--- src/logic/dispatch_pkg.sv ---
package dispatch_pkg;

    // =====================================================================
    // Sizes
    // =====================================================================
    localparam int NUM_LANES  = 3;   // Issue, result bus and commit width
    localparam int DATA_WIDTH = 32;
    localparam int ARCH_REGS  = 32;
    localparam int ROB_DEPTH  = 32;

    // =====================================================================
    // Vector types
    // =====================================================================
    typedef logic [DATA_WIDTH-1:0]        data_t;
    typedef logic [$clog2(ARCH_REGS)-1:0] arch_addr_t;  // x0 reads zero
    typedef logic [$clog2(ROB_DEPTH)-1:0] rob_idx_t;    // Also the wait tag
    typedef logic [$clog2(ROB_DEPTH):0]   phys_addr_t;  // MSB set selects ROB
    typedef logic [3:0]                   opcode_t;     // Opaque to this stage

    // =====================================================================
    // State machines
    // =====================================================================
    typedef enum logic [1:0] {
        ROB_FREE,
        ROB_BUSY,   // Allocated, result outstanding
        ROB_DONE    // Result captured, waiting to retire
    } rob_state_e;

    typedef enum logic [1:0] {
        RS_EMPTY,
        RS_WAITING, // At least one operand pending
        RS_READY    // Presented to execution unit
    } rs_state_e;

endpackage
--- src/logic/dispatch_lane_if.sv ---
`timescale 1ns/1ps

// One lane of resolved operands, fetch side to station side
interface dispatch_lane_if;

    dispatch_pkg::opcode_t  opcode;
    dispatch_pkg::data_t    a_data;
    logic                   a_ready;
    dispatch_pkg::rob_idx_t a_tag;      // Awaited entry when a_ready low
    dispatch_pkg::data_t    b_data;
    logic                   b_ready;
    dispatch_pkg::rob_idx_t b_tag;      // Awaited entry when b_ready low
    dispatch_pkg::rob_idx_t rd_rob_idx; // Entry this instruction completes

    modport fetch (
        output opcode, a_data, a_ready, a_tag, b_data, b_ready, b_tag, rd_rob_idx
    );

    modport station (
        input opcode, a_data, a_ready, a_tag, b_data, b_ready, b_tag, rd_rob_idx
    );

endinterface

--- src/logic/reservation_station.sv ---
`timescale 1ns/1ps

module reservation_station (
    input  logic                     clk,
    input  logic                     reset,
    input  logic                     load,
    dispatch_lane_if.station         lane,
    input  logic [dispatch_pkg::NUM_LANES-1:0] cdb_valid,
    input  dispatch_pkg::phys_addr_t cdb_dest [dispatch_pkg::NUM_LANES],
    input  dispatch_pkg::data_t      cdb_data [dispatch_pkg::NUM_LANES],
    output logic                     empty,
    output logic                     exec_valid,
    input  logic                     exec_ready,
    output dispatch_pkg::opcode_t    exec_opcode,
    output dispatch_pkg::data_t      exec_a,
    output dispatch_pkg::data_t      exec_b,
    output dispatch_pkg::rob_idx_t   exec_rd
);

    dispatch_pkg::rs_state_e state, state_nxt;
    dispatch_pkg::rob_idx_t  a_tag, b_tag;
    logic                    a_ready, b_ready, a_ready_nxt, b_ready_nxt;
    dispatch_pkg::data_t     a_data_nxt, b_data_nxt;

    // =====================================================================
    // Wakeup, from the lane while loading or from the held entry
    // =====================================================================
    always_comb begin
        dispatch_pkg::rob_idx_t ta, tb;
        ta          = load ? lane.a_tag   : a_tag;
        tb          = load ? lane.b_tag   : b_tag;
        a_ready_nxt = load ? lane.a_ready : a_ready;
        b_ready_nxt = load ? lane.b_ready : b_ready;
        a_data_nxt  = load ? lane.a_data  : exec_a;
        b_data_nxt  = load ? lane.b_data  : exec_b;
        for (int k = 0; k < dispatch_pkg::NUM_LANES; k++) begin
            if (cdb_valid[k] && cdb_dest[k][5]) begin  // ARF dests ignored
                if (!a_ready_nxt && cdb_dest[k][4:0] == ta) begin
                    a_ready_nxt = 1'b1;
                    a_data_nxt  = cdb_data[k];
                end
                if (!b_ready_nxt && cdb_dest[k][4:0] == tb) begin
                    b_ready_nxt = 1'b1;
                    b_data_nxt  = cdb_data[k];
                end
            end
        end
    end

    always_comb begin
        state_nxt = state;
        case (state)
            dispatch_pkg::RS_EMPTY:   if (load) state_nxt = (a_ready_nxt && b_ready_nxt) ?
                                          dispatch_pkg::RS_READY : dispatch_pkg::RS_WAITING;
            dispatch_pkg::RS_WAITING: if (a_ready_nxt && b_ready_nxt)
                                          state_nxt = dispatch_pkg::RS_READY;
            dispatch_pkg::RS_READY:   if (exec_ready) state_nxt = dispatch_pkg::RS_EMPTY;
            default:                  state_nxt = dispatch_pkg::RS_EMPTY;
        endcase
    end

    always_ff @(posedge clk) begin
        if (reset) state <= dispatch_pkg::RS_EMPTY;
        else       state <= state_nxt;
    end

    // Entry payload, frozen once ready
    always_ff @(posedge clk) begin
        if (load) begin
            exec_opcode <= lane.opcode;
            exec_rd     <= lane.rd_rob_idx;
            a_tag       <= lane.a_tag;
            b_tag       <= lane.b_tag;
        end
        if (load || state == dispatch_pkg::RS_WAITING) begin
            a_ready <= a_ready_nxt;
            b_ready <= b_ready_nxt;
            exec_a  <= a_data_nxt;
            exec_b  <= b_data_nxt;
        end
    end

    assign empty      = state == dispatch_pkg::RS_EMPTY;
    assign exec_valid = state == dispatch_pkg::RS_READY;

    // Unit sees a steady request until it takes it
    a_hold : assert property (@(posedge clk) disable iff (reset)
        exec_valid && !exec_ready |=> exec_valid && $stable(exec_opcode) &&
            $stable(exec_a) && $stable(exec_b) && $stable(exec_rd));

endmodule

--- src/flat_wrapper.sv ---
// flat-port wrapper written by rule: the top's interface ports become plain ports
module reservation_station_flat 
  (clk, reset, load, cdb_valid, cdb_dest, cdb_data, empty, exec_valid, exec_ready, exec_opcode, exec_a, exec_b, exec_rd, lane_opcode, lane_a_data, lane_a_ready, lane_a_tag, lane_b_data, lane_b_ready, lane_b_tag, lane_rd_rob_idx);
  dispatch_lane_if lane_i ();
  input  logic clk;
  input  logic reset;
  input  logic load;
  input  logic [dispatch_pkg::NUM_LANES-1:0] cdb_valid;
  input  dispatch_pkg::phys_addr_t cdb_dest[dispatch_pkg::NUM_LANES];
  input  dispatch_pkg::data_t cdb_data[dispatch_pkg::NUM_LANES];
  output logic empty;
  output logic exec_valid;
  input  logic exec_ready;
  output dispatch_pkg::opcode_t exec_opcode;
  output dispatch_pkg::data_t exec_a;
  output dispatch_pkg::data_t exec_b;
  output dispatch_pkg::rob_idx_t exec_rd;
  input wire logic [$bits(lane_i.opcode)-1:0] lane_opcode;
  input wire logic [$bits(lane_i.a_data)-1:0] lane_a_data;
  input wire logic [$bits(lane_i.a_ready)-1:0] lane_a_ready;
  input wire logic [$bits(lane_i.a_tag)-1:0] lane_a_tag;
  input wire logic [$bits(lane_i.b_data)-1:0] lane_b_data;
  input wire logic [$bits(lane_i.b_ready)-1:0] lane_b_ready;
  input wire logic [$bits(lane_i.b_tag)-1:0] lane_b_tag;
  input wire logic [$bits(lane_i.rd_rob_idx)-1:0] lane_rd_rob_idx;
  assign lane_i.opcode = lane_opcode;
  assign lane_i.a_data = lane_a_data;
  assign lane_i.a_ready = lane_a_ready;
  assign lane_i.a_tag = lane_a_tag;
  assign lane_i.b_data = lane_b_data;
  assign lane_i.b_ready = lane_b_ready;
  assign lane_i.b_tag = lane_b_tag;
  assign lane_i.rd_rob_idx = lane_rd_rob_idx;
  reservation_station u_core (.clk(clk), .reset(reset), .load(load), .lane(lane_i), .cdb_valid(cdb_valid), .cdb_dest(cdb_dest), .cdb_data(cdb_data), .empty(empty), .exec_valid(exec_valid), .exec_ready(exec_ready), .exec_opcode(exec_opcode), .exec_a(exec_a), .exec_b(exec_b), .exec_rd(exec_rd));
endmodule
--- config.mk ---
export PLATFORM = sky130hd
export DESIGN_NAME = reservation_station_flat
export DESIGN_NICKNAME = d
export VERILOG_FILES = /design/src/logic/dispatch_pkg.sv /design/src/logic/dispatch_lane_if.sv /design/src/logic/reservation_station.sv /design/src/flat_wrapper.sv
export SDC_FILE = /design/constraint.sdc
export NUM_CORES = 1
export LEC_CHECK = 0
export ABC_AREA = 1
export BUFFER_PORTS_ARGS = -buffer_cell sky130_fd_sc_hd__buf_2
export CORE_MARGIN = 1.5
export CORE_UTILIZATION = 53
export CTS_CLUSTER_DIAMETER = 60
export DETAILED_ROUTE_END_ITERATION = 7
export GPL_TIMING_DRIVEN = 0
export PLACE_DENSITY = 0.84
export REMOVE_ABC_BUFFERS = 1
export SYNTH_ARGS = -nofsm -noshare
export SYNTH_HDL_FRONTEND = slang
export SYNTH_SLANG_ARGS = --single-unit
--- constraint.sdc ---
create_clock -name clk -period 5.15 [get_ports clk]
set_clock_uncertainty 0.05 [all_clocks]
set_input_delay 1.03 -clock clk [delete_from_list [all_inputs] [get_ports clk]]
set_output_delay 1.03 -clock clk [all_outputs]
set_load 0.03 [all_outputs]
==> impl_metrics.env, run 1 <==
export IMPL_maxCapViolCount=0
export IMPL_finalCoreUtilization_pct=67.9
export IMPL_final_common_cell="nand2_1"
export IMPL_clock_latency_ns=0.35
export IMPL_cts_root_buf="clkbuf_16"
export IMPL_status="completed"
export IMPL_first_global_vias=6532
export IMPL_synth_async_sr_flop_share_pct=0
export IMPL_drt_iter0_markers=625
export IMPL_end_kind="flip-flop"
export IMPL_crit_required_ns=5.21
export IMPL_syn_area_mm2=0.00680
export IMPL_drt_pass1_iter_count=5
export IMPL_slew_headroom_pct=25.6
export IMPL_drc=0
export IMPL_cts_resized=0
export IMPL_period_share_pct=87.9
export IMPL_whs_ns=0.458
export IMPL_rsz0062_at_grt="no"
export IMPL_syn_to_final_growth_pct=25.4
export IMPL_r2r_setup_slack_ns=1.85
export IMPL_p_leak_nw=4.87
export IMPL_synth_cell_type_count=30
export IMPL_initial_core_util_pct=54.1
export IMPL_antenna_found_initial=1
export IMPL_fp_dieH_um=116
export IMPL_startpoint="load"
export IMPL_critPathMaxFanout=61
export IMPL_rr_worst_depth=6
export IMPL_setup_viol=0
export IMPL_cts_sinks=87
export IMPL_ios=281
export IMPL_antenna_left=0
export IMPL_routed_via_density=5.18
export IMPL_numCtsBuffers=9
export IMPL_row_count=41
export IMPL_final_hold_violation_count=0
export IMPL_crit_arrival_ns=4.58
export IMPL_grt_max_degree=67
export IMPL_final_cell_mix="nand2_1 (331), buf_2 (279), nor2_1 (263)"
export IMPL_yosys_warnings=0
export IMPL_rr_endpoint="u_core.exec_b[26]$_DFFE_PP_"
export IMPL_routed_wirelength_um=21500
export IMPL_crit_path_frequent_cell="nand2_1"
export IMPL_gp_congestion=0.923
export IMPL_endpoint="u_core.exec_a[31]$_DFFE_PP_"
export IMPL_port_buffers=280
export IMPL_irDropWorstVdd_uv=142
export IMPL_clk_pin_slew_ns=0.07
export IMPL_power_density_mw_per_mm2=264
export IMPL_layoutNonFillerInstCount=1414
export IMPL_max_stage_delay_ns=0.76
export IMPL_synth_area_per_cell_um2=6.85
export IMPL_track_usage_pct=30.6
export IMPL_post_cts_setup_buffers=0
export IMPL_start_kind="primary input"
export IMPL_grt_overflow_total=0
export IMPL_cp_depth=13
export IMPL_path_class="primary input to flip-flop"
export IMPL_ys_seq_elements=87
export IMPL_synth_edff_count=75
export IMPL_critPathTopFamily="simple AND/OR/NAND/NOR gates"
export IMPL_synth_cells=992
export IMPL_synth_top_area_share_pct=33.1
export IMPL_vias=7319
export IMPL_cts_tree="done"
export IMPL_dieArea_mm2=0.0135
export IMPL_die_x_um=116
export IMPL_wl_per_cell_um=15.2
export IMPL_worstMarginPinSlew_ns=1.09
export IMPL_drive_above_1_share_pct=27.2
export IMPL_nNetsFinal=1442
export IMPL_synthTopCellsByArea="edfxtp_1 (33%), nand2_1 (18%), nor2_1 (15%)"
export IMPL_seq_area_frac_synth_pct=36.7
export IMPL_slew_viol_final=0
export IMPL_finalCriticalPeriod_ns=4.53
export IMPL_synth_top_cell_by_area="edfxtp_1"
export IMPL_core_area_mm2=0.0126
export IMPL_htree_levels=3
export IMPL_ys_flop_type="edfxtp_1"
export IMPL_cts_max_path_buffers=2
export IMPL_grt_pass1_wl_um=31700
export IMPL_cts_hold_buffers=0
export IMPL_min_path_type="flip-flop to flip-flop"
export IMPL_r2r_start="u_core.b_ready$_DFFE_PP_"
export IMPL_dp_final_hpwl_um=14500
export IMPL_critPathBufInv=3
export IMPL_clock_fmax_mhz=221
export IMPL_cp_slowest_cell="nand2_2"
export IMPL_dp_cells=1396
export IMPL_crit_path_cell_trace="buf_4 -> buf_16 -> nand2_1 -> nand2_2 -> nand2_1 -> nand2_1 -> nand3_1 -> nor2_4 -> nor2_1 -> nand2_2 -> inv_2 -> nand2_1 -> nand2_1"
## cell families after synthesis
group / after synthesis / synth area share (%)
and+or+nand+nor: 716 / 44.1
buffers and inverters: 95 / 6.96
DFF: 87 / 36.7
muxes: 66 / 9.90
AOI/OAI and AO/OA: 23 / 1.69
xor gates and xnor gates: 5 / 0.644
## worst min-delay path by stage
| stage | from | endpoint | slack [ns] | cells past startpoint |
|---|---|---|---|---|
| after detailed placement | u_core.b_tag[3]$_DFF_P_ | u_core.b_tag[3]$_DFF_P_ | 0.44 | 2 |
| after CTS | u_core.b_tag[3]$_DFF_P_ | u_core.b_tag[3]$_DFF_P_ | 0.46 | 2 |
| after floorplan | u_core.b_tag[3]$_DFF_P_ | u_core.b_tag[3]$_DFF_P_ | 0.41 | 2 |
| after global routing | u_core.b_tag[3]$_DFF_P_ | u_core.b_tag[3]$_DFF_P_ | 0.50 | 2 |
| final | u_core.b_tag[3]$_DFF_P_ | u_core.b_tag[3]$_DFF_P_ | 0.46 | 2 |
| after global placement | u_core.b_tag[3]$_DFF_P_ | u_core.b_tag[3]$_DFF_P_ | 0.44 | 2 |
## synthesized netlist by cell type (5+ instances only)
master,number
clkbuf_1,17
nor2_4,5
nor2_1,263
buf_6,7
mux2i_1,65
inv_1,41
o21ai_0,19
xor2_1,5
dfxtp_1,12
buf_2,18
buf_4,8
nand2_2,9
edfxtp_1,75
nor2_2,5
nand3_1,60
nand2_1,333
nand4_1,27
## registers in the layout, indices dropped and copies added, names as in the netlist
signal and count:
u_core.b_ready 1, u_core.b_tag 5, u_core.exec_rd 5, u_core.exec_b 32
u_core.a_ready 1, u_core.state 2, u_core.exec_opcode 4, u_core.exec_a 32
u_core.a_tag 5
## worst reg2reg max path: stages (launching register included)
cell and delay (ns):
edfxtp_1 0.41, mux2i_4 0.87, nand4_4 0.92, o21ai_0 0.59
nand2_1 0.09, nand2_1 0.10, nand2_1 0.05
## metrics by stage
step           setup TNS [ns]  setup WS (ns)  power, mW  area, um2
6_report                    0          0.622       2.25       8530
5_1_grt                     0          0.285       2.34       8530
4_1_cts                     0          0.611       2.25       8500
3_5_place_dp                0          0.223       1.58       8200
3_3_place_gp          -194.71          -2.31       1.57       8110
2_1_floorplan               0           1.51       1.33       6490
## routing by layer
metal / global-route usage [%] / wire length, um / share of wire, %
met1: 35.7 / 8570 / 40
met2: 54.2 / 10400 / 48
met3: 6.23 / 1830 / 8.5
met4: 14.3 / 692 / 3.2
met5: 0 / 0 / 0
## power by group
part | leakage [nW] | switching (mW) | internal (mW) | total, mW
Combinational | 3.88 | 0.431 | 0.227 | 0.658
Sequential | 0.844 | 0.0417 | 0.871 | 0.913
Clock | 0.142 | 0.302 | 0.377 | 0.679
Total | 4.87 | 0.775 | 1.48 | 2.25
## cell type report
| type | count | area [um2] |
|---|---|---|
| fillers | 1133 | 4040 |
| multi-input cells | 810 | 3850 |
| flip-flops and latches | 87 | 2490 |
| repair buffers | 284 | 1510 |
| clock buffers | 9 | 225 |
| well taps | 172 | 215 |
| inverters | 44 | 165 |
| clock inverters | 7 | 72.6 |
| diodes | 1 | 2.50 |
No activity file was read; power rests on OpenSTA's default activity.
==> run 2, diff against run 1 <==
PLACE_DENSITY = 0.95   (was 0.84)
==> impl_metrics.env, run 2 (synthesis results as in run 1) <==
export IMPL_status="completed"
export IMPL_post_cts_setup_buffers=0
export IMPL_clock_latency_ns=0.34
export IMPL_irDropWorstVdd_uv=178
export IMPL_cts_tree="done"
export IMPL_slew_headroom_pct=28.1
export IMPL_finalCoreUtilization_pct=67.7
export IMPL_first_global_vias=6882
export IMPL_cts_max_path_buffers=2
export IMPL_clock_fmax_mhz=212
export IMPL_nNetsFinal=1441
export IMPL_gp_congestion=0.936
export IMPL_p_leak_nw=4.85
export IMPL_worstMarginPinSlew_ns=1.08
export IMPL_syn_to_final_growth_pct=25.1
export IMPL_min_path_type="flip-flop to flip-flop"
export IMPL_final_cell_mix="nand2_1 (331), buf_2 (279), nor2_1 (263)"
export IMPL_port_buffers=280
export IMPL_drive_above_1_share_pct=27.0
export IMPL_ios=281
export IMPL_clk_pin_slew_ns=0.07
export IMPL_crit_arrival_ns=4.76
export IMPL_cts_resized=0
export IMPL_final_area_mm2=0.00850
export IMPL_multi_input_area_mm2=0.00385
export IMPL_fp_dieH_um=116
export IMPL_whs_ns=0.472
export IMPL_start_kind="primary input"
export IMPL_final_hold_violation_count=0
export IMPL_power_mw=2.23
export IMPL_drt_iter0_markers=815
export IMPL_track_usage_pct=30.5
export IMPL_antenna_left=0
export IMPL_end_kind="flip-flop"
export IMPL_grt_max_degree=67
export IMPL_reg_largest_list="u_core.exec_a x32, u_core.exec_b x32"
export IMPL_wl_per_cell_um=15.1
export IMPL_finalCriticalPeriod_ns=4.72
export IMPL_path_class="primary input to flip-flop"
export IMPL_cts_root_buf="clkbuf_16"
export IMPL_routed_wirelength_um=21400
export IMPL_critPathMaxFanout=50
export IMPL_n_fill_cell=1050
export IMPL_fin_tns_setup_ns=0
export IMPL_routed_via_density=5.34
export IMPL_grt_overflow_total=0
export IMPL_drc=0
export IMPL_final_common_cell="nand2_1"
export IMPL_vias=7557
export IMPL_grt_pass1_wl_um=32200
export IMPL_layoutNonFillerInstCount=1415
export IMPL_dp_final_hpwl_um=14700
export IMPL_antenna_found_initial=2
export IMPL_maxCapViolCount=0
export IMPL_dp_cells=1395
export IMPL_period_share_pct=91.6
export IMPL_drt_pass1_iter_count=5
export IMPL_htree_levels=3
export IMPL_rsz0062_at_grt="no"
export IMPL_slew_viol_final=0
export IMPL_cts_sinks=87
export IMPL_initial_core_util_pct=54.1
export IMPL_row_count=41
export IMPL_dieArea_mm2=0.0135
export IMPL_core_area_mm2=0.0126
export IMPL_numCtsBuffers=9
export IMPL_seqCellArea_mm2=0.00249
export IMPL_setup_viol=0
export IMPL_crit_required_ns=5.20
export IMPL_die_x_um=116
export IMPL_placed_area_mm2=0.00818
export IMPL_place_ws_ns=0.0957
export IMPL_timing_final_ws_setup_ns=0.434
export IMPL_cts_hold_buffers=0
export IMPL_power_density_mw_per_mm2=262
run 2: changes by cell type in the layout (fill, tap and decap cells not counted):
cell / change
diode_2: +2
buf_12: -1
clkinv_1: +1
clkinv_2: +1
clkinv_4: -1
inv_6: -1
run 2: final timing paths:
| path | from | endpoint | slack, ns | cells after the start |
|---|---|---|---|---|
| worst min register to register | u_core.b_tag[4]$_DFF_P_ | u_core.b_tag[4]$_DFF_P_ | 0.47 | 2 |
| worst max register to register | u_core.b_ready$_DFFE_PP_ | u_core.exec_b[26]$_DFFE_PP_ | 1.80 | 6 |
| worst max-delay path | load | u_core.exec_a[22]$_DFFE_PP_ | 0.43 | 13 |
| worst min-delay path | u_core.b_tag[4]$_DFF_P_ | u_core.b_tag[4]$_DFF_P_ | 0.47 | 2 |
run 2: cell type report:
cell class	instances	share of cell area [%]
Multi-Input combinational cell	810	45.3
Sequential cell	87	29.3
Timing Repair Buffer	283	17.5
Clock buffer	9	2.65
Tap cell	172	2.53
Inverter	44	1.94
Clock inverter	7	0.750
Antenna cell	3	0.0883
run 2: where the power goes:
part,switching (mW),internal [mW]
clock network,0.286,0.372
registers,0.0437,0.873
logic,0.434,0.223
total,0.763,1.47
run 2: critical path, cell delays in order:
cell and delay [ns]:
buf_4 0.58, buf_16 0.35, nand2_1 0.18, nand2_2 0.15, nand2_1 0.06, nand2_1 0.07
nand3_1 0.13, nor2_4 0.66, nor2_1 0.18, nand2_2 0.77, inv_2 0.35, nand2_1 0.14
nand2_1 0.07
run 2: metal layers:
layer	routed length, um	GRT usage [%]	share of wire, %	up-vias
li1	-	-	-	3683
met1	8030	35.8	38	3352
met2	10600	53.4	50	458
met3	1970	5.55	9.2	64
met4	758	16.1	3.5	0
met5	0	0	0	-
