==> src/logic/dispatch_pkg.sv <==
package dispatch_pkg;

    // =====================================================================
    // Sizes
    // =====================================================================
    localparam int NUM_LANES  = 3;   // Issue, result bus and commit width
    localparam int DATA_WIDTH = 32;
    localparam int ARCH_REGS  = 32;
    localparam int ROB_DEPTH  = 32;

    // =====================================================================
    // Vector types
    // =====================================================================
    typedef logic [DATA_WIDTH-1:0]        data_t;
    typedef logic [$clog2(ARCH_REGS)-1:0] arch_addr_t;  // x0 reads zero
    typedef logic [$clog2(ROB_DEPTH)-1:0] rob_idx_t;    // Also the wait tag
    typedef logic [$clog2(ROB_DEPTH):0]   phys_addr_t;  // MSB set selects ROB
    typedef logic [3:0]                   opcode_t;     // Opaque to this stage

    // =====================================================================
    // State machines
    // =====================================================================
    typedef enum logic [1:0] {
        ROB_FREE,
        ROB_BUSY,   // Allocated, result outstanding
        ROB_DONE    // Result captured, waiting to retire
    } rob_state_e;

    typedef enum logic [1:0] {
        RS_EMPTY,
        RS_WAITING, // At least one operand pending
        RS_READY    // Presented to execution unit
    } rs_state_e;

endpackage
==> src/logic/dispatch_lane_if.sv <==
`timescale 1ns/1ps

// One lane of resolved operands, fetch side to station side
interface dispatch_lane_if;

    dispatch_pkg::opcode_t  opcode;
    dispatch_pkg::data_t    a_data;
    logic                   a_ready;
    dispatch_pkg::rob_idx_t a_tag;      // Awaited entry when a_ready low
    dispatch_pkg::data_t    b_data;
    logic                   b_ready;
    dispatch_pkg::rob_idx_t b_tag;      // Awaited entry when b_ready low
    dispatch_pkg::rob_idx_t rd_rob_idx; // Entry this instruction completes

    modport fetch (
        output opcode, a_data, a_ready, a_tag, b_data, b_ready, b_tag, rd_rob_idx
    );

    modport station (
        input opcode, a_data, a_ready, a_tag, b_data, b_ready, b_tag, rd_rob_idx
    );

endinterface

==> src/logic/operand_fetch.sv <==
`timescale 1ns/1ps

module operand_fetch (
    input  dispatch_pkg::phys_addr_t src_a,
    input  dispatch_pkg::phys_addr_t src_b,
    input  logic                     use_imm,
    input  dispatch_pkg::data_t      imm,
    input  dispatch_pkg::opcode_t    opcode,
    input  dispatch_pkg::rob_idx_t   rd_rob_idx,
    input  dispatch_pkg::data_t      rf_a,
    input  dispatch_pkg::data_t      rf_b,
    input  dispatch_pkg::data_t      rob_a,
    input  dispatch_pkg::data_t      rob_b,
    input  logic                     rob_a_done,
    input  logic                     rob_b_done,
    dispatch_lane_if.fetch           lane
);

    logic a_from_rob;
    logic b_from_rob;

    assign a_from_rob = src_a[$high(src_a)];  // MSB picks ROB over ARF
    assign b_from_rob = src_b[$high(src_b)];

    // Operand A, ARF value is always committed so always ready
    assign lane.a_data  = a_from_rob ? rob_a : rf_a;
    assign lane.a_ready = !a_from_rob || rob_a_done;
    assign lane.a_tag   = src_a[$high(src_a)-1:0];

    // Operand B, immediate overrides any register source
    assign lane.b_data  = use_imm ? imm : (b_from_rob ? rob_b : rf_b);
    assign lane.b_ready = use_imm || !b_from_rob || rob_b_done;
    assign lane.b_tag   = src_b[$high(src_b)-1:0];

    assign lane.opcode     = opcode;      // Passed through untouched
    assign lane.rd_rob_idx = rd_rob_idx;

endmodule

==> src/flat_wrapper.sv <==
// flat-port wrapper written by rule: the top's interface ports become plain ports
module operand_fetch_flat 
  (src_a, src_b, use_imm, imm, opcode, rd_rob_idx, rf_a, rf_b, rob_a, rob_b, rob_a_done, rob_b_done, lane_opcode, lane_a_data, lane_a_ready, lane_a_tag, lane_b_data, lane_b_ready, lane_b_tag, lane_rd_rob_idx);
  dispatch_lane_if lane_i ();
  input  dispatch_pkg::phys_addr_t src_a;
  input  dispatch_pkg::phys_addr_t src_b;
  input  logic use_imm;
  input  dispatch_pkg::data_t imm;
  input  dispatch_pkg::opcode_t opcode;
  input  dispatch_pkg::rob_idx_t rd_rob_idx;
  input  dispatch_pkg::data_t rf_a;
  input  dispatch_pkg::data_t rf_b;
  input  dispatch_pkg::data_t rob_a;
  input  dispatch_pkg::data_t rob_b;
  input  logic rob_a_done;
  input  logic rob_b_done;
  output wire logic [$bits(lane_i.opcode)-1:0] lane_opcode;
  output wire logic [$bits(lane_i.a_data)-1:0] lane_a_data;
  output wire logic [$bits(lane_i.a_ready)-1:0] lane_a_ready;
  output wire logic [$bits(lane_i.a_tag)-1:0] lane_a_tag;
  output wire logic [$bits(lane_i.b_data)-1:0] lane_b_data;
  output wire logic [$bits(lane_i.b_ready)-1:0] lane_b_ready;
  output wire logic [$bits(lane_i.b_tag)-1:0] lane_b_tag;
  output wire logic [$bits(lane_i.rd_rob_idx)-1:0] lane_rd_rob_idx;
  assign lane_opcode = lane_i.opcode;
  assign lane_a_data = lane_i.a_data;
  assign lane_a_ready = lane_i.a_ready;
  assign lane_a_tag = lane_i.a_tag;
  assign lane_b_data = lane_i.b_data;
  assign lane_b_ready = lane_i.b_ready;
  assign lane_b_tag = lane_i.b_tag;
  assign lane_rd_rob_idx = lane_i.rd_rob_idx;
  operand_fetch u_core (.src_a(src_a), .src_b(src_b), .use_imm(use_imm), .imm(imm), .opcode(opcode), .rd_rob_idx(rd_rob_idx), .rf_a(rf_a), .rf_b(rf_b), .rob_a(rob_a), .rob_b(rob_b), .rob_a_done(rob_a_done), .rob_b_done(rob_b_done), .lane(lane_i));
endmodule
==> config.mk <==
export PLATFORM = sky130hd
export DESIGN_NAME = operand_fetch_flat
export DESIGN_NICKNAME = d
export VERILOG_FILES = /design/src/logic/dispatch_pkg.sv /design/src/logic/dispatch_lane_if.sv /design/src/logic/operand_fetch.sv /design/src/flat_wrapper.sv
export SDC_FILE = /design/constraint.sdc
export NUM_CORES = 1
export LEC_CHECK = 0
export BUFFER_PORTS_ARGS = -buffer_cell sky130_fd_sc_hd__buf_2
export CAP_MARGIN = 10
export CORE_AREA = 2 2 103 105
export DETAILED_ROUTE_END_ITERATION = 6
export DIE_AREA = 0 0 105 107
export GPL_ROUTABILITY_DRIVEN = 0
export PLACE_DENSITY = 0.53
export SETUP_SLACK_MARGIN = 0.3
export SLEW_MARGIN = 20
export SYNTH_ARGS = -nofsm -noshare
export SYNTH_HDL_FRONTEND = slang
export SYNTH_SLANG_ARGS = --single-unit
export TNS_END_PERCENT = 100
==> constraint.sdc <==
create_clock -name vclk -period 0.8
set_input_delay 0 -clock vclk [all_inputs]
set_output_delay 0 -clock vclk [all_outputs]
set_load 0.03 [all_outputs]
==> results_dict.tcl, run 1 <==
set metrics [dict create \
    nNetsFinal 579 \
    antenna_found_initial 3 \
    power_frac_seq_pct 0 \
    rsz0062_at_grt "true" \
    finalCoreUtilization_pct 39.7 \
    first_pass_iters 4 \
    cp.required_ns 0.80 \
    critPathKind "primary input to output pin" \
    placeableCoreArea_um2 10100 \
    p_int_w 0.00161 \
    pin_count 269 \
    dp_hpwl_um 6540 \
    period_share_pct 111 \
    min_period_ns 0.886 \
    synth.net_count 349 \
    p_total_w 0.00305 \
    yosysTopAreaCellShare_pct 31.0 \
    slew_headroom_pct 85.2 \
    cp_data_arrival_time_ns 0.89 \
    p_switching_w 0.00144 \
    final_antenna_net_count 0 \
    nFillCells 955 \
    synth_top_area_cell "mux2_4" \
    postCtsHoldBufs 0 \
    p_leak_nw 1.97 \
    grt_pass1_wl_um 12500 \
    remaining_drc_errors 0 \
    yosysSeqAreaShare_pct 0 \
    syn_to_final_growth_pct 186 \
    first_global_vias 2340 \
    initial_core_util_pct 13.9 \
    status "finished with violations" \
    synthTopCellsByCount "nand2_1 (33), mux2i_1 (32), mux2_4 (29), o21ai_1 (29), buf_4 (19)" \
    multi_input_area_um2 1660 \
    grt_overflow_total 0 \
    max_cap_viol_count 0 \
    dieHeight_um 107 \
    timing.final.max_slew_violations 0 \
    pre_cts_ws_ns -0.208 \
    syn_area_um2 1400 \
    yosysUniqueCellTypes 13 \
    p_clk_share_pct 0 \
    setup_viol 40 \
    final_layout_size_suffix_gt1_share_pct 89.8 \
    hold_viol 0 \
    vdd_drop_max_mv 0.322 \
    fp-row-count 37 \
    routed-via-count 2163 \
    syn_area_per_cell_um2 8.50 \
    syn_inst 165 \
    violations "setup timing" \
    grt_use_total_pct 14.0 \
    timing.final.ws_setup_ns -0.0865 \
    worst_setup_path_end_kind "output pin" \
    startpoint_type "primary input" \
    max_freq_ghz 1.13 \
    synth_most_common_cell "nand2_1" \
    worstSetupStartpoint "src_b[5]" \
    routed_wl_um 8650 \
    via_per_inst 4.07 \
    drt_iter0_markers 64 \
    die_area_um2 11200 \
    synth_area_leaders "mux2_4 (31%), mux2i_1 (23%), o21ai_1 (10%)" \
    hold_class "primary input to output pin" \
    cp_max_fo 5 \
    p_comb_share_pct 100.0 \
    holdCritStartpoint "opcode[1]" \
    hold-worst-slack_ns 0.0000132 \
    yosysWarnings 0 \
    port-buffer-count 231 \
    nFlopsAndLatches 0 \
    dieWidth_um 105 \
    worst_slew_pin_slew_ns 0.216 \
    wl_per_cell_um 16.3 \
    clkbuf_count 0 \
    cellPowerDensity_nw_per_um2 761 \
    layout.area.seq_um2 0 \
    power.share.switching_pct 47.2 \
    grt_max_degree 18 \
]
==> layout by cell type, fill, tap and decap left out, types with 3 or more instances in the layout <==
| master | Yosys | final |
|---|---|---|
| mux2_4 | 29 | 32 |
| o21ai_4 | 0 | 22 |
| buf_8 | 0 | 6 |
| buf_16 | 0 | 6 |
| buf_4 | 19 | 5 |
| mux2i_1 | 32 | 8 |
| mux2i_2 | 0 | 4 |
| buf_12 | 6 | 12 |
| mux2i_4 | 0 | 20 |
| nand2_1 | 33 | 32 |
| diode_2 | 0 | 3 |
| buf_2 | 6 | 162 |
| o21ai_2 | 0 | 10 |
| buf_6 | 2 | 70 |
==> metrics by stage <==
stage | area, um^2 | setup TNS, ns | cells
2_1_floorplan | 1750 | 0 | 165
3_3_place_gp | 2970 | -3.87 | 519
3_5_place_dp | 2970 | -4.45 | 519
4_1_cts | 3950 | -1.36 | 528
5_1_grt | 4010 | -2.45 | 532
6_report | 4010 | -1.45 | 532
==> critical path: stages <==
cell and delay (ns):
buf_12 0.12, buf_16 0.14, buf_12 0.15, mux2i_4 0.19, o21ai_4 0.13, buf_6 0.14
==> power groups by stage <==
stage	Clock [W]	Combinational [W]	Sequential (W)
after global routing	0.000000000501	0.00319	0
after detailed placement	0	0.00221	0
after global placement	0	0.00220	0
after floorplan	0	0.00162	0
after CTS	0	0.00301	0
final	0.000000000502	0.00305	0
==> layer usage <==
metal	up-vias	global-route usage [%]	part of all wire (%)	wire length (um)
li1	1029	-	-	-
met1	956	13.4	33	2830
met2	168	30.1	56	4830
met3	10	3.04	9.8	852
met4	0	2.76	1.6	137
met5	-	0	0	0
==> worst paths after layout <==
kind / end / slack (ns) / cells after the start
max: lane_b_data[19] / -0.09 / 6
min: lane_opcode[1] / 0.00001 / 0
==> cell type report <==
type               instances  area share (%)
well taps                136            4.25
multi-input cells        131            41.5
diodes                     3           0.187
repair buffers           262            54.0
==> repair_timing <==
| action | 4_1_cts | 5_1_grt |
|---|---|---|
| hold endpoints to repair | 0 | 0 |
| buffers inserted | 2 | 1 |
| pin swaps | 2 | 2 |
| endpoints found under the setup margin | 66 | 66 |
| gates resized for setup | 202 | 5 |
| cloned | 7 | 0 |
==> cell families after synthesis <==
family,synth area share [%]
AOI/OAI and AO/OA,11.4
muxes,56.3
and+or+nand+nor,9.55
buffers and inverters,22.7
(Power assumes the default switching activity.)
==> run 2: changes to the inputs <==
--- a/config.mk
+++ b/config.mk
@@ -12,7 +12,6 @@
 export DIE_AREA = 0 0 105 107
 export GPL_ROUTABILITY_DRIVEN = 0
 export PLACE_DENSITY = 0.53
-export SETUP_SLACK_MARGIN = 0.3
 export SLEW_MARGIN = 20
 export SYNTH_ARGS = -nofsm -noshare
 export SYNTH_HDL_FRONTEND = slang
==> run 2 against run 1 <==
  * The flow now finishes without violations
  * Combinational power down 32%
  * Setup slack better by 0.12 ns
  * Global-route usage down 3.2 points
  * First-iteration DRC count up 9.4%
  * Critical path type unchanged
  * Critical endpoint is now lane_b_data[0]
  * Largest cell class unchanged
==> results_dict.tcl, run 2 (synthesis results as in run 1) <==
set metrics [dict create \
    tns_ns 0 \
    via_per_inst 3.93 \
    worst_slew_pin_slew_ns 0.182 \
    startpoint_type "primary input" \
    first_global_vias 2133 \
    nNetsFinal 561 \
    power_frac_seq_pct 0 \
    setup_viol 0 \
    hold-worst-slack_ns 0.0000132 \
    layout.area.seq_um2 0 \
    worst_setup_path_end_kind "output pin" \
    p_clk_share_pct 0 \
    min_period_ns 0.771 \
    hold_class "primary input to output pin" \
    die_area_um2 11200 \
    period_share_pct 96.4 \
    fp-row-count 37 \
    grt_max_degree 24 \
    cp_data_arrival_time_ns 0.77 \
    p_switching_w 0.00112 \
    cts_setup_buffers 0 \
    timing.final.max_slew_violations 0 \
    mostFrequentLayoutCell "buf_2" \
    p_total_w 0.00208 \
    dr_wl_met3_um 740 \
    max_freq_ghz 1.30 \
    final_antenna_net_count 0 \
    drt_iter0_markers 70 \
    max_cap_viol_count 0 \
    remaining_drc_errors 0 \
    pre_cts_ws_ns -0.0611 \
    hold_depth 0 \
    final_layout_size_suffix_gt1_share_pct 81.3 \
    first_pass_iters 4 \
    dieWidth_um 105 \
    timing.final.ws_setup_ns 0.0289 \
    slew_headroom_pct 87.5 \
    layout_common_cells "buf_2 (217), nand2_1 (33), mux2_4 (29)" \
    routed_wl_um 6840 \
    syn_to_final_growth_pct 100 \
    power.share.switching_pct 53.8 \
    grt_pass1_wl_um 10200 \
    hold_viol 0 \
    antenna_found_initial 0 \
    placeableCoreArea_um2 10100 \
    n_antenna_cell 0 \
    critPathKind "primary input to output pin" \
    top_layer_used "met4" \
    status "finished clean" \
    wl_met2_um 3760 \
    grt_use_total_pct 10.9 \
    initial_core_util_pct 13.9 \
    p_comb_share_pct 100.0 \
    cp_max_fo 11 \
    vdd_drop_max_mv 0.353 \
    holdPathEnd "lane_rd_rob_idx[0]" \
    routed-via-count 2009 \
    rsz0062_at_grt "true" \
    nFlopsAndLatches 0 \
    clkbuf_count 0 \
    dp_hpwl_um 5670 \
    p_leak_nw 1.62 \
    wl_per_cell_um 13.4 \
    grt_overflow_total 0 \
    cellPowerDensity_nw_per_um2 742 \
    cp.required_ns 0.80 \
    met1Wirelength_um 2330 \
    dieHeight_um 107 \
    placedInstanceArea_um2 2630 \
    p_int_w 0.000964 \
    pin_count 269 \
    holdCritStartpoint "rd_rob_idx[0]" \
    port-buffer-count 231 \
    final_cell_area_um2 2810 \
]
run 2: how the worst max path moves through the flow:
| stage | depth (start not counted) | from | endpoint | slack [ns] |
|---|---|---|---|---|
| 2_1_floorplan | 4 | src_b[5] | lane_b_data[2] | -0.03 |
| 3_3_place_gp | 4 | src_a[5] | lane_a_data[30] | -0.05 |
| 3_5_place_dp | 4 | src_a[5] | lane_a_data[29] | -0.06 |
| 4_1_cts | 4 | src_a[5] | lane_a_data[30] | -0.0007 |
| 5_1_grt | 5 | src_b[5] | lane_b_data[4] | -0.007 |
| 6_report | 5 | src_b[5] | lane_b_data[0] | 0.03 |
run 2: repair_timing:
action / CTS / global route
setup endpoints to repair: 54 / 29
hold buffers: 0 / 0
cloned: 2 / 1
resized for setup: 21 / 11
run 2: layer usage:
layer | vias to the layer above | GRT usage, %
met5 | - | 0
met4 | 0 | 0.381
met3 | 6 | 2.67
met2 | 152 | 23.5
met1 | 867 | 10.7
li1 | 984 | -
run 2: cell type report:
| class | instances | area [um^2] |
|---|---|---|
| Fill cell | 1135 | 7280 |
| Timing Repair Buffer | 244 | 1440 |
| Multi-Input combinational cell | 131 | 1200 |
| Tap cell | 136 | 170 |
run 2: per-stage QoR:
step / utilization, % / cells
2_1_floorplan: - / 165
3_3_place_gp: 26.1 / 508
3_5_place_dp: 26.1 / 508
4_1_cts: 27.2 / 510
5_1_grt: 27.8 / 511
6_report: 27.8 / 511
run 2: worst max-delay path, stage by stage:
cell and delay (ns):
buf_6 0.12, buf_12 0.15, mux2i_2 0.22, o21ai_1 0.09
buf_4 0.17
run 2: power groups by stage:
stage	Clock [W]	Combinational, W	Sequential [W]
6_report	0	0.00208	0
5_1_grt	0	0.00221	0
4_1_cts	0	0.00205	0
3_5_place_dp	0	0.00195	0
3_3_place_gp	0	0.00194	0
2_1_floorplan	0	0.00143	0
==> run 3: changes to the inputs <==
--- a/config.mk
+++ b/config.mk
@@ -7,11 +7,12 @@
 export LEC_CHECK = 0
 export BUFFER_PORTS_ARGS = -buffer_cell sky130_fd_sc_hd__buf_2
 export CAP_MARGIN = 10
-export CORE_AREA = 2 2 103 105
+export CELL_PAD_IN_SITES_DETAIL_PLACEMENT = 0
+export CELL_PAD_IN_SITES_GLOBAL_PLACEMENT = 1
+export CORE_UTILIZATION = 13
 export DETAILED_ROUTE_END_ITERATION = 6
-export DIE_AREA = 0 0 105 107
 export GPL_ROUTABILITY_DRIVEN = 0
-export PLACE_DENSITY = 0.53
+export PLACE_DENSITY = 0.79
 export SLEW_MARGIN = 20
 export SYNTH_ARGS = -nofsm -noshare
 export SYNTH_HDL_FRONTEND = slang
==> run 3 against run 2 <==
  * Final area shrank 0.80%
  * Die area shrank 0.24%
  * Power shrank 0.69%
  * Largest cell class unchanged
  * Wire length grew 5.6%
  * Maximum frequency shrank 0.18%
  * Critical path depth shrank 1
==> results_dict.tcl, run 3 (synthesis results as in run 1) <==
set metrics [dict create \
    fin_cells 514 \
    path_buf_inv 3 \
    cp_slowest_stage_delay_ns 0.33 \
    max_freq_ghz 1.29 \
    postCtsHoldBufs 0 \
    routed-via-count 2041 \
    worst_slew_pin_slew_ns 0.205 \
    crit_family "buffers and inverters" \
    cp_data_arrival_time_ns 0.77 \
    cp_slowest_cell "mux2_2" \
    cellPowerDensity_nw_per_um2 743 \
    clkbuf_count 0 \
    final_layout_size_suffix_gt1_share_pct 81.7 \
    syn_to_final_growth_pct 98.8 \
    initial_core_util_pct 13.5 \
    hold_viol 0 \
    nFillCells 1138 \
    layout.area.seq_um2 0 \
    vdd_drop_max_mv 0.317 \
    grt_pass1_wl_um 10100 \
    final_antenna_net_count 0 \
    max_cap_viol_count 0 \
    crit_path_cell_trace "buf_6, buf_12, mux2_2, buf_2" \
    nNetsFinal 564 \
    first_global_vias 1999 \
    slew_headroom_pct 86.1 \
    grt_max_degree 16 \
    worst_setup_path_end_kind "output pin" \
    remaining_drc_errors 0 \
    p_leak_nw 1.62 \
    hold_class "primary input to output pin" \
    rsz0062_at_grt "true" \
    grt_use_total_pct 11.5 \
    holdCritStartpoint "rd_rob_idx[0]" \
    critPathKind "primary input to output pin" \
    drt_iter0_markers 71 \
    antenna_found_initial 0 \
    routed_wl_um 7220 \
    pin_count 269 \
    nFlopsAndLatches 0 \
    period_share_pct 96.6 \
    dp_cells 513 \
    holdPathEnd "lane_rd_rob_idx[0]" \
    first_pass_iters 4 \
    status "finished clean" \
    die_area_um2 11200 \
    fp-row-count 37 \
    wl_per_cell_um 14.0 \
    dieHeight_um 106 \
    p_total_w 0.00207 \
    placeableCoreArea_um2 10400 \
    timing.final.max_slew_violations 0 \
    cp_max_fo 10 \
    grt_overflow_total 0 \
    via_per_inst 3.97 \
    dp_hpwl_um 6300 \
    mostFrequentLayoutCell "buf_2" \
    port-buffer-count 231 \
    dieWidth_um 106 \
    startpoint_type "primary input" \
    min_period_ns 0.773 \
    cp.required_ns 0.80 \
    layout_common_cells "buf_2 (219), nand2_1 (33), mux2_4 (29)" \
    hold_depth 0 \
    finalCoreUtilization_pct 26.9 \
    setup_viol 0 \
    n_antenna_cell 0 \
]
## run 3: cell types whose count changed in the layout (fill, tap and decap cells not counted)
cell and delta:
buf_2 +2, buf_4 +2, mux2i_4 -1, o21ai_1 -2
buf_6 +2, clkbuf_16 -1, o21ai_2 +2, mux2i_1 +1
buf_12 -2
## run 3: final cells by class
type	count	area, um^2	share of cell area (%)
Multi-Input combinational cell	131	1200	42.9
Tap cell	136	170	6.10
Timing Repair Buffer	247	1420	51.0
## run 3: per-layer routing
layer | track usage [%] | vias to the layer above | part of all wire (%)
met3 | 1.73 | 8 | 9.1
li1 | - | 993 | -
met4 | 1.29 | 0 | 1.1
met1 | 10.2 | 890 | 31
met5 | 0 | - | 0
met2 | 26.5 | 150 | 59
## run 3: per-stage QoR
stage	setup WS (ns)	instance area (um^2)	TNS [ns]	hold WS (ns)
4_1_cts	-0.0281	2750	-0.0492	0.000205
3_3_place_gp	-0.0439	2630	-0.986	0.000205
6_report	0.0275	2790	0	0.0000116
5_1_grt	-0.0386	2790	-0.0626	0.0000434
2_1_floorplan	-0.0332	1490	-0.196	0.132
3_5_place_dp	-0.0877	2630	-1.87	0.000205
## run 3: worst max-delay path by stage
stage / from / to / depth (start not counted)
detailed placement: src_b[5] / lane_b_data[2] / 6
finish: src_a[5] / lane_a_data[30] / 4
global route: use_imm / lane_b_data[30] / 5
global placement: src_a[5] / lane_a_data[29] / 4
CTS: use_imm / lane_b_data[28] / 5
floorplan: src_b[5] / lane_b_data[2] / 4
## run 3: what timing repair did
item,in CTS,in global routing
cloned,2,0
pin swaps,0,2
endpoints found under the setup margin,64,36
resized for setup,20,15
hold endpoints to repair,0,0
setup buffers,0,0
## run 3: power breakdown
part	switching, W	internal (W)	total [W]
sequential	0	0	0
clock	0	0	0
combinational	0.00112	0.000949	0.00207
total	0.00112	0.000949	0.00207
